==> config.mk <==
export PLATFORM = sky130hd
export DESIGN_NAME = decoder
export DESIGN_NICKNAME = d
export VERILOG_FILES = /design/src/decoder_pkg.sv /design/src/base_decode.sv /design/src/compressed_decode.sv /design/src/decoder.sv
export VERILOG_INCLUDE_DIRS = /design/src
export SDC_FILE = /design/constraint.sdc
export NUM_CORES = 1
export LEC_CHECK = 0
export BUFFER_PORTS_ARGS = -buffer_cell sky130_fd_sc_hd__buf_2
export CORE_MARGIN = 2
export CORE_UTILIZATION = 50
export CTS_BUF_LIST = sky130_fd_sc_hd__clkbuf_8 sky130_fd_sc_hd__clkbuf_16
export DETAILED_ROUTE_END_ITERATION = 8
export PLACE_DENSITY = 0.74
export RECOVER_POWER = 25
export SKIP_LAST_GASP = 1
export SYNTH_ARGS = -nofsm -noshare
export SYNTH_HDL_FRONTEND = slang
export SYNTH_HIERARCHICAL = 1
export SYNTH_SLANG_ARGS = --single-unit
==> constraint.sdc <==
create_clock -name clk_i -period 1.9 [get_ports clk_i]
set_input_delay 0.095 -clock clk_i [delete_from_list [all_inputs] [get_ports clk_i]]
set_output_delay 0.095 -clock clk_i [all_outputs]
set_load 0.005 [all_outputs]
==> src/decoder_config.svh <==
`ifndef DECODER_CONFIG_SVH
`define DECODER_CONFIG_SVH

// datapath and immediate width
`define XLEN 32

// register file has 32 entries
`define REG_ADDR_W 5

// beq bne blt bge bltu bgeu
`define BRANCH_MASK_W 6

// fixed register numbers used by the C2 forms
`define SP_REG 5'd2
`define RA_REG 5'd1

// word width, handed to the load/store stage for compressed ops
`define FUNC3_LW 3'b010

`endif

==> src/decoder_pkg.sv <==
`default_nettype none

package decoder_pkg;

   // major opcode, instr[6:2]
   typedef enum logic [4:0] {
      OPC_LOAD    = 5'b00000,
      OPC_MISCMEM = 5'b00011,
      OPC_OPIMM   = 5'b00100,
      OPC_AUIPC   = 5'b00101,
      OPC_STORE   = 5'b01000,
      OPC_OP      = 5'b01100,
      OPC_LUI     = 5'b01101,
      OPC_BRANCH  = 5'b11000,
      OPC_JALR    = 5'b11001,
      OPC_JAL     = 5'b11011,
      OPC_SYSTEM  = 5'b11100
   } opcode_e;

   // instr[1:0], FULL marks a 32-bit word
   typedef enum logic [1:0] {
      QUAD_C0   = 2'b00,
      QUAD_C1   = 2'b01,
      QUAD_C2   = 2'b10,
      QUAD_FULL = 2'b11
   } c_quadrant_e;

   // quadrant 2 funct3, instr[15:13]
   typedef enum logic [2:0] {
      C2_SLLI = 3'b000,
      C2_LWSP = 3'b010,
      C2_JR   = 3'b100, // also mv, add, jalr, ebreak
      C2_SWSP = 3'b110
   } c2_funct3_e;

   typedef enum logic [4:0] {
      ALU_ADD,
      ALU_SUB,
      ALU_SLL,
      ALU_SLT,
      ALU_SLTU,
      ALU_XOR,
      ALU_SRL,
      ALU_SRA,
      ALU_OR,
      ALU_AND,
      ALU_MUL,
      ALU_MULH,
      ALU_MULHSU,
      ALU_MULHU,
      ALU_DIV,
      ALU_DIVU,
      ALU_REM,
      ALU_REMU
   } alu_op_e;

   typedef enum logic {
      S1_REGVAL1 = 1'b0,
      S1_PC      = 1'b1
   } alu_s1_sel_e;

   typedef enum logic [1:0] {
      S2_REGVAL2 = 2'd0,
      S2_IMM     = 2'd1
   } alu_s2_sel_e;

   typedef enum logic [1:0] {
      RIN_ALU = 2'd0,
      RIN_IMM = 2'd1
   } reg_input_sel_e;

   // stage the execute FSM goes to next
   typedef enum logic [2:0] {
      NS_FETCH,
      NS_LOAD,
      NS_STORE,
      NS_BRANCH,
      NS_SYSTEM,
      NS_TRAP,
      NS_DEAD
   } next_stage_e;

   typedef enum logic [2:0] {
      F3_ADD_SUB = 3'd0,
      F3_SLL     = 3'd1,
      F3_SLT     = 3'd2,
      F3_SLTU    = 3'd3,
      F3_XOR     = 3'd4,
      F3_SRL_SRA = 3'd5,
      F3_OR      = 3'd6,
      F3_AND     = 3'd7
   } funct3_e;

   typedef enum logic [6:0] {
      F7_DEFAULT = 7'b0000000,
      F7_ALT     = 7'b0100000, // sub, sra
      F7_MULDIV  = 7'b0000001
   } funct7_e;

endpackage

`default_nettype wire

==> src/base_decode.sv <==
`timescale 1ns/1ps
`default_nettype none
`include "decoder_config.svh"

module base_decode (
   input  logic [`XLEN-1:0]          instr_i,
   output logic [`REG_ADDR_W-1:0]    rs1_o,
   output logic [`REG_ADDR_W-1:0]    rs2_o,
   output logic [`REG_ADDR_W-1:0]    rd_o,
   output logic [`XLEN-1:0]          imm_o,
   output logic [2:0]                funct3_o,
   output logic [`BRANCH_MASK_W-1:0] branch_mask_o,
   output decoder_pkg::alu_op_e        alu_op_o,
   output decoder_pkg::alu_s1_sel_e    alu_s1_sel_o,
   output decoder_pkg::alu_s2_sel_e    alu_s2_sel_o,
   output decoder_pkg::reg_input_sel_e reg_input_sel_o,
   output decoder_pkg::next_stage_e    next_stage_o,
   output logic                      writeback_from_alu_o,
   output logic                      writeback_from_imm_o,
   output logic                      next_pc_from_alu_o,
   output logic                      write_reg_o
);
   import decoder_pkg::*;

   opcode_e    opc;
   funct3_e    f3;
   logic [6:0] f7;

   assign opc = opcode_e'(instr_i[6:2]);
   assign f3  = funct3_e'(instr_i[14:12]);
   assign f7  = instr_i[31:25];

   assign rs1_o    = instr_i[19:15];
   assign rs2_o    = instr_i[24:20];
   assign rd_o     = instr_i[11:7];
   assign funct3_o = instr_i[14:12];

   always_comb begin
      case (opc)
         OPC_STORE:  imm_o = {{(`XLEN-12){instr_i[31]}}, instr_i[31:25], instr_i[11:7]}; // s
         OPC_BRANCH: imm_o = {{(`XLEN-12){instr_i[31]}}, instr_i[7], instr_i[30:25],
                              instr_i[11:8], 1'b0}; // b, bit 0 always clear
         OPC_LUI,
         OPC_AUIPC:  imm_o = {instr_i[31:12], 12'b0}; // u
         OPC_JAL:    imm_o = {{(`XLEN-20){instr_i[31]}}, instr_i[19:12], instr_i[20],
                              instr_i[30:21], 1'b0}; // j
         default:    imm_o = {{(`XLEN-12){instr_i[31]}}, instr_i[31:20]}; // i, junk for r-type
      endcase
   end

   // one-hot condition for the branch stage
   always_comb begin
      branch_mask_o = '0;
      if (opc == OPC_BRANCH) begin
         case (instr_i[14:12])
            3'b000:  branch_mask_o[0] = 1'b1; // beq
            3'b001:  branch_mask_o[1] = 1'b1; // bne
            3'b100:  branch_mask_o[2] = 1'b1; // blt
            3'b101:  branch_mask_o[3] = 1'b1; // bge
            3'b110:  branch_mask_o[4] = 1'b1; // bltu
            3'b111:  branch_mask_o[5] = 1'b1; // bgeu
            default: branch_mask_o    = '0;   // 010/011 reserved
         endcase
      end
   end

   always_comb begin
      alu_op_o             = ALU_ADD;
      alu_s1_sel_o         = S1_REGVAL1;
      alu_s2_sel_o         = S2_REGVAL2;
      reg_input_sel_o      = RIN_ALU;
      next_stage_o         = NS_FETCH;
      writeback_from_alu_o = 1'b0;
      writeback_from_imm_o = 1'b0;
      next_pc_from_alu_o   = 1'b0;
      write_reg_o          = 1'b0;
      case (opc)
         OPC_OP: begin
            writeback_from_alu_o = 1'b1; // result written back in fetch
            case (f3)
               F3_ADD_SUB: alu_op_o = (f7 == F7_MULDIV) ? ALU_MUL :
                                      (f7 == F7_ALT)    ? ALU_SUB : ALU_ADD;
               F3_SLL:     alu_op_o = (f7 == F7_MULDIV) ? ALU_MULH   : ALU_SLL;
               F3_SLT:     alu_op_o = (f7 == F7_MULDIV) ? ALU_MULHSU : ALU_SLT;
               F3_SLTU:    alu_op_o = (f7 == F7_MULDIV) ? ALU_MULHU  : ALU_SLTU;
               F3_XOR:     alu_op_o = (f7 == F7_MULDIV) ? ALU_DIV    : ALU_XOR;
               F3_SRL_SRA: alu_op_o = (f7 == F7_MULDIV) ? ALU_DIVU :
                                      (f7 == F7_ALT)    ? ALU_SRA  : ALU_SRL;
               F3_OR:      alu_op_o = (f7 == F7_MULDIV) ? ALU_REM    : ALU_OR;
               default:    alu_op_o = (f7 == F7_MULDIV) ? ALU_REMU   : ALU_AND;
            endcase
         end
         OPC_OPIMM: begin
            alu_s2_sel_o         = S2_IMM;
            writeback_from_alu_o = 1'b1;
            case (f3)
               F3_ADD_SUB: alu_op_o = ALU_ADD; // no subi
               F3_SLL:     alu_op_o = ALU_SLL;
               F3_SLT:     alu_op_o = ALU_SLT;
               F3_SLTU:    alu_op_o = ALU_SLTU;
               F3_XOR:     alu_op_o = ALU_XOR;
               F3_SRL_SRA: alu_op_o = f7[5] ? ALU_SRA : ALU_SRL; // srai carries bit 30
               F3_OR:      alu_op_o = ALU_OR;
               default:    alu_op_o = ALU_AND;
            endcase
         end
         OPC_LOAD: begin
            alu_s2_sel_o = S2_IMM; // address = rs1 + imm
            next_stage_o = NS_LOAD;
         end
         OPC_STORE: begin
            alu_s2_sel_o = S2_IMM;
            next_stage_o = NS_STORE;
         end
         OPC_JAL,
         OPC_JALR: begin
            write_reg_o        = 1'b1; // link address through the alu path
            alu_s1_sel_o       = opc[1] ? S1_PC : S1_REGVAL1; // bit 1 set only for jal
            alu_s2_sel_o       = S2_IMM;
            next_pc_from_alu_o = 1'b1;
         end
         OPC_BRANCH:  next_stage_o = NS_BRANCH; // compare rs1 against rs2
         OPC_AUIPC: begin
            alu_s1_sel_o         = S1_PC;
            alu_s2_sel_o         = S2_IMM;
            writeback_from_alu_o = 1'b1;
         end
         OPC_LUI: begin
            writeback_from_imm_o = 1'b1;
            reg_input_sel_o      = RIN_IMM;
         end
         OPC_MISCMEM: next_stage_o = NS_FETCH; // fence is a nop here
         OPC_SYSTEM:  next_stage_o = NS_SYSTEM;
         default:     next_stage_o = NS_TRAP;
      endcase
   end

endmodule

`default_nettype wire

==> src/compressed_decode.sv <==
`timescale 1ns/1ps
`default_nettype none
`include "decoder_config.svh"

module compressed_decode (
   input  logic [`XLEN-1:0]            instr_i,
   output logic [`REG_ADDR_W-1:0]      rs1_o,
   output logic [`REG_ADDR_W-1:0]      rs2_o,
   output logic [`REG_ADDR_W-1:0]      rd_o,
   output logic [`XLEN-1:0]            imm_o,
   output logic [2:0]                  funct3_o,
   output decoder_pkg::alu_op_e        alu_op_o,
   output decoder_pkg::alu_s1_sel_e    alu_s1_sel_o,
   output decoder_pkg::alu_s2_sel_e    alu_s2_sel_o,
   output decoder_pkg::reg_input_sel_e reg_input_sel_o,
   output decoder_pkg::next_stage_e    next_stage_o,
   output logic                        writeback_from_alu_o,
   output logic                        writeback_from_imm_o,
   output logic                        next_pc_from_alu_o,
   output logic                        write_reg_o
);
   import decoder_pkg::*;

   c_quadrant_e quad;
   c2_funct3_e  c_f3;
   logic        rs1_zero;
   logic        rs2_zero;

   assign quad     = c_quadrant_e'(instr_i[1:0]);
   assign c_f3     = c2_funct3_e'(instr_i[15:13]);
   assign rs1_zero = (instr_i[11:7] == '0);
   assign rs2_zero = (instr_i[6:2] == '0);
   assign funct3_o = `FUNC3_LW; // all sp-relative accesses are words

   // zero-extended, only for the C2 forms kept here
   always_comb begin
      imm_o = '0;
      if (quad == QUAD_C2) begin
         case (c_f3)
            C2_SLLI: imm_o = {{(`XLEN-5){1'b0}}, instr_i[6:2]}; // shamt
            C2_LWSP: imm_o = {{(`XLEN-8){1'b0}}, instr_i[3:2], instr_i[12], instr_i[6:4], 2'b00};
            C2_SWSP: imm_o = {{(`XLEN-8){1'b0}}, instr_i[8:7], instr_i[12:9], 2'b00};
            default: imm_o = '0;
         endcase
      end
   end

   always_comb begin
      rs1_o                = instr_i[11:7];
      rs2_o                = instr_i[6:2];
      rd_o                 = instr_i[11:7];
      alu_op_o             = ALU_ADD;
      alu_s1_sel_o         = S1_REGVAL1;
      alu_s2_sel_o         = S2_REGVAL2;
      reg_input_sel_o      = RIN_ALU;
      next_stage_o         = NS_FETCH;
      writeback_from_alu_o = 1'b0;
      writeback_from_imm_o = 1'b0;
      next_pc_from_alu_o   = 1'b0;
      write_reg_o          = 1'b0;
      case (quad)
         QUAD_C1: next_stage_o = NS_FETCH; // treated as nop
         QUAD_C2: begin
            case (c_f3)
               C2_SLLI: begin
                  alu_op_o             = ALU_SLL;
                  alu_s2_sel_o         = S2_IMM;
                  writeback_from_alu_o = 1'b1;
                  if (instr_i[12]) next_stage_o = NS_DEAD; // shamt[5] illegal on rv32
               end
               C2_LWSP: begin
                  rs1_o        = `SP_REG;
                  alu_s2_sel_o = S2_IMM;
                  next_stage_o = rs1_zero ? NS_DEAD : NS_LOAD; // rd=0 reserved
               end
               C2_JR: begin
                  if (!instr_i[12]) begin
                     if (!rs2_zero) begin // c.mv, x0 + rs2
                        rs1_o                = '0;
                        writeback_from_alu_o = 1'b1;
                     end else if (rs1_zero) begin
                        next_stage_o = NS_DEAD; // c.jr with rs1=0 reserved
                     end else begin
                        next_pc_from_alu_o = 1'b1; // c.jr, rs1 + x0
                     end
                  end else if (!rs2_zero) begin
                     writeback_from_alu_o = !rs1_zero; // c.add, rd=0 is a hint
                  end else if (!rs1_zero) begin
                     rd_o               = `RA_REG; // c.jalr links to ra
                     write_reg_o        = 1'b1;
                     next_pc_from_alu_o = 1'b1;
                  end else begin
                     next_stage_o = NS_DEAD; // ebreak not handled
                  end
               end
               C2_SWSP: begin
                  rs1_o        = `SP_REG;
                  alu_s2_sel_o = S2_IMM;
                  next_stage_o = NS_STORE;
               end
               default: next_stage_o = NS_DEAD;
            endcase
         end
         default: next_stage_o = NS_DEAD; // quadrant 0 not supported
      endcase
   end

endmodule

`default_nettype wire

==> src/decoder.sv <==
`timescale 1ns/1ps
`default_nettype none
`include "decoder_config.svh"

module decoder (
   input  logic                        clk_i,
   input  logic                        reset_i,
   input  logic                        en_i,
   input  logic [`XLEN-1:0]            instr_i,
   output logic [`REG_ADDR_W-1:0]      rs1_o,
   output logic [`REG_ADDR_W-1:0]      rs2_o,
   output logic [`REG_ADDR_W-1:0]      rd_o,
   output logic [`XLEN-1:0]            imm_o,
   output logic [`BRANCH_MASK_W-1:0]   branch_mask_o,
   output decoder_pkg::alu_op_e        alu_op_o,
   output decoder_pkg::alu_s1_sel_e    alu_s1_sel_o,
   output decoder_pkg::alu_s2_sel_e    alu_s2_sel_o,
   output decoder_pkg::reg_input_sel_e reg_input_sel_o,
   output decoder_pkg::next_stage_e    next_stage_o,
   output logic                        writeback_from_alu_o,
   output logic                        writeback_from_imm_o,
   output logic                        next_pc_from_alu_o,
   output logic                        write_reg_o,
   output logic [2:0]                  funct3_o
);
   import decoder_pkg::*;

   logic                     full; // 32-bit encoding
   logic [`REG_ADDR_W-1:0]   b_rs1, b_rs2, b_rd, c_rs1, c_rs2, c_rd;
   logic [`XLEN-1:0]         b_imm, c_imm;
   logic [2:0]               b_f3, c_f3;
   logic [`BRANCH_MASK_W-1:0] b_mask;
   alu_op_e                  b_alu, c_alu;
   alu_s1_sel_e              b_s1, c_s1;
   alu_s2_sel_e              b_s2, c_s2;
   reg_input_sel_e           b_rin, c_rin;
   next_stage_e              b_ns, c_ns;
   logic                     b_wba, b_wbi, b_npc, b_wr;
   logic                     c_wba, c_wbi, c_npc, c_wr;

   assign full = (instr_i[1:0] == QUAD_FULL);

   base_decode base_decode_i (
      .instr_i(instr_i), .rs1_o(b_rs1), .rs2_o(b_rs2), .rd_o(b_rd), .imm_o(b_imm),
      .funct3_o(b_f3), .branch_mask_o(b_mask), .alu_op_o(b_alu), .alu_s1_sel_o(b_s1),
      .alu_s2_sel_o(b_s2), .reg_input_sel_o(b_rin), .next_stage_o(b_ns),
      .writeback_from_alu_o(b_wba), .writeback_from_imm_o(b_wbi),
      .next_pc_from_alu_o(b_npc), .write_reg_o(b_wr)
   );

   compressed_decode compressed_decode_i (
      .instr_i(instr_i), .rs1_o(c_rs1), .rs2_o(c_rs2), .rd_o(c_rd), .imm_o(c_imm),
      .funct3_o(c_f3), .alu_op_o(c_alu), .alu_s1_sel_o(c_s1),
      .alu_s2_sel_o(c_s2), .reg_input_sel_o(c_rin), .next_stage_o(c_ns),
      .writeback_from_alu_o(c_wba), .writeback_from_imm_o(c_wbi),
      .next_pc_from_alu_o(c_npc), .write_reg_o(c_wr)
   );

   // sources stay combinational so the register file reads during decode
   assign rs1_o = full ? b_rs1 : c_rs1;
   assign rs2_o = full ? b_rs2 : c_rs2;

   always_ff @(posedge clk_i) begin
      if (reset_i) begin
         rd_o                 <= '0;
         imm_o                <= '0;
         funct3_o             <= '0;
         branch_mask_o        <= '0;
         alu_op_o             <= ALU_ADD;
         alu_s1_sel_o         <= S1_REGVAL1;
         alu_s2_sel_o         <= S2_REGVAL2;
         reg_input_sel_o      <= RIN_ALU;
         next_stage_o         <= NS_FETCH;
         writeback_from_alu_o <= 1'b0;
         writeback_from_imm_o <= 1'b0;
         next_pc_from_alu_o   <= 1'b0;
         write_reg_o          <= 1'b0;
      end else if (en_i) begin // hold while the stage is stalled
         rd_o                 <= full ? b_rd  : c_rd;
         imm_o                <= full ? b_imm : c_imm;
         funct3_o             <= full ? b_f3  : c_f3;
         branch_mask_o        <= full ? b_mask : '0; // no compressed branches
         alu_op_o             <= full ? b_alu : c_alu;
         alu_s1_sel_o         <= full ? b_s1  : c_s1;
         alu_s2_sel_o         <= full ? b_s2  : c_s2;
         reg_input_sel_o      <= full ? b_rin : c_rin;
         next_stage_o         <= full ? b_ns  : c_ns;
         writeback_from_alu_o <= full ? b_wba : c_wba;
         writeback_from_imm_o <= full ? b_wbi : c_wbi;
         next_pc_from_alu_o   <= full ? b_npc : c_npc;
         write_reg_o          <= full ? b_wr  : c_wr;
      end
   end

endmodule

`default_nettype wire

==> run summary <==
WP data arrival: 1.68 ns
Worst Setup Path Type: in -> out
Worst-Skew Late Latency: 0.35 ns
die height: 104 um
CP cell instances: buf_4, inv_1, ha_1, nand2b_4, a2111oi_4, o21ai_0, mux2_1, buf_2
Syn Area/Cell: 7.88 um2
average wire per cell in the routed design: 18.0 um
Initial DRC Count: 239
vias in the first global route: 4,185
min-delay src: instr_i[1]
largest net degree at the start of global routing: 122
ranking of synthesized cells by area: dfxtp_1 (25%), a21bo_1 (11%), buf_4 (10%)
Yosys reg bits: 63
Pwr Density: 600 nW/um2
I/O Buffers: 107
layer carrying the most global-route usage: met2
post-synthesis sequential area ratio: 25.0%
CP max FO: 6
footprint of the multi-input gates: 3050 um2
setup violators final: 0
antenna violations before repair: 0
Initial Utilization: 51.5%
routing usage on met2: 43.4%
clk sink count: 63
Ports: 108
synth unique cells: 57
Die Wd: 104 um
cell leakage power: 0.00243 uW
fillers: 944
CTS root buffer: clkbuf_8
worst slew pin tran: 0.522 ns
Synth warnings: 6
H-tree depth: 3
status: finished, final reports clean
final critical-path required period: 1.77 ns
met3 GRT Util: 3.95%
PostCTS Resize Cnt: 0
GRT Residual Overflow: 0
Routed WL: 14.8 mm
max-capacitance violation count: 0
via count: 4,613
TritonCTS Buffers: 9
maximum VDD drop: 326 uV
setup TNS: 0 ns
CP peak stage delay: 0.46 ns
Site Rows: 36
GRT Total Usage: 27.0%
Top FF cell, synth: dfxtp_1
dpl hpwl: 10.6 mm
global-route wire length before repair: 23.4 mm
Crit. Startpoint: instr_i[0]
RR Startpoint: imm_o[8]
Sequential Area: 1260 um2
Synth area leader: dfxtp_1
startpoint types: primary input
Area growth, synth to finish: 8.60%
headroom to the max-slew limit: 65.2%
Routed Antenna Nets: 0
Vias per Instance: 5.59
die area: 10,900 um2
diode count: 0
Final Max Slew Viols: 0
CP Buf/Inv Count: 3
Final #Nets: 727
Hold Worst Slack: 0.0854 ns
Tcrit/Tclk final: 93.4%
synth cell count leaders: nor2_1 (78), buf_4 (69), nand3_1 (65)
Syn Std Cell Area: 5030 um2
met1 Usage GRT: 36.8%
CP max-delay cell: a2111oi_4
Hold Crit Class: in -> reg
Crit. End Element: output pin
DRT Pass-1 Iters: 4
delay-heaviest family, CP: compound AO/OA/AOI/OAI gates
layout cell share with drive strength beyond 1: 22.4%
Setup Fix Bufs, Post-CTS: 0
CTS tree: done
cts hold-fix bufs: 0
endpoints failing hold: 0
synthesized instance count: 639
fmax: 564 MHz
EDFF count, synth: 0
share of the synthesized area in the top cell type: 25.0%
top-count cell post-synth: nor2_1
number of remaining DRC errors: 0
fraction of registers with async set or reset after synthesis: 0%
Reg clk slew, reported paths: 0.07 ns
RSZ-0062 raised after global routing: no
Max clock buf depth: 2
clk_skew: 0 ns
RePlAce Congestion: 0.950
Critical Path RT: 1.80 ns
core area: 9770 um2
==> layer usage <==
metal	vias to the layer above	routed length, um
met2	118	7050
met3	26	724
met1	2180	6730
met4	0	325
li1	2289	-
met5	-	0
==> power by group <==
part | leakage [uW] | switching [uW] | internal [uW] | total (uW)
clock network | 0.0000850 | 533 | 478 | 1010
logic | 0.00183 | 479 | 339 | 819
registers | 0.000521 | 45.7 | 1410 | 1450
==> worst min-delay path: cells and delay by family <==
kind	cells	cell delay (ns)
AO/OA/AOI/OAI	1	0.08
buffers and inverters	1	0.15
AND/OR/NAND/NOR	1	0.07
==> cell usage in the layout, fill, tap and decap left out, types with 3 or more instances in the layout <==
cell,synthesis,routed
a21bo_1,57,57
a21oi_1,13,13
a22o_1,4,4
a311oi_1,58,58
and2_1,6,6
and3_1,3,3
buf_12,0,6
buf_2,24,98
buf_4,69,19
clkbuf_1,26,6
clkbuf_8,0,10
conb_1,3,38
dfxtp_1,63,63
inv_1,17,18
mux2_1,10,10
nand2_1,38,38
nand2_2,3,3
nand2b_1,11,11
nand3_1,65,65
nand4_1,8,8
nor2_1,78,78
nor2b_1,8,8
nor3_1,7,7
nor3b_1,4,4
o21ai_0,15,15
==> worst paths after layout <==
| path | endpoint | slack [ns] | cells past startpoint |
|---|---|---|---|
| worst max-delay path | rs1_o[1] | 0.13 | 8 |
| worst min-delay path | imm_o[25] | 0.09 | 3 |
| worst max register to register | imm_o[8] | 1.10 | 2 |
| worst min register to register | branch_mask_o[3] | 0.47 | 2 |
==> metrics by stage <==
step / setup WS (ns) / instances / utilization [%] / total power (uW) / cell area [um2]
floorplan: 0.425 / 674 / - / 2070 / 5170
global placement: 0.146 / 812 / 54.5 / 2280 / 5320
detailed placement: 0.136 / 812 / 54.5 / 2290 / 5320
CTS: 0.133 / 825 / 56.0 / 3290 / 5480
global route: 0.00801 / 825 / 55.9 / 3440 / 5470
finish: 0.126 / 825 / 55.9 / 3280 / 5470
==> area by class of cell <==
type                            instances  share of cell area [%]
Tap cell                              133                    3.04
Clock buffer                           10                    2.52
Inverter                               17                    1.17
Multi-Input combinational cell        470                    55.8
Clock inverter                          3                   0.252
Sequential cell                        63                    23.1
Timing Repair Buffer                  129                    14.2
==> state kept, by name (all words and copies together), names as in the netlist <==
| signal | cells |
|---|---|
| writeback_from_alu_o | 1 |
| write_reg_o | 1 |
| next_pc_from_alu_o | 1 |
| reg_input_sel_o | 2 |
| alu_op_o | 5 |
| branch_mask_o | 6 |
| rd_o | 5 |
| imm_o | 32 |
| funct3_o | 3 |
| alu_s2_sel_o | 2 |
| next_stage_o | 3 |
| writeback_from_imm_o | 1 |
| alu_s1_sel_o | 1 |
==> cells by family after synthesis <==
| group | Yosys count | share of synthesized area, % |
|---|---|---|
| buffers and inverters | 141 | 17.0 |
| xor gates and xnor gates | 1 | 0.174 |
| DFF | 63 | 25.0 |
| and+or+nand+nor | 253 | 26.3 |
| muxes | 12 | 2.63 |
| AOI/OAI and AO/OA | 163 | 28.0 |
| other | 3 | 0.224 |
| adders and majority gates | 3 | 0.696 |
Note: power is estimated with default switching activity, not from simulation.
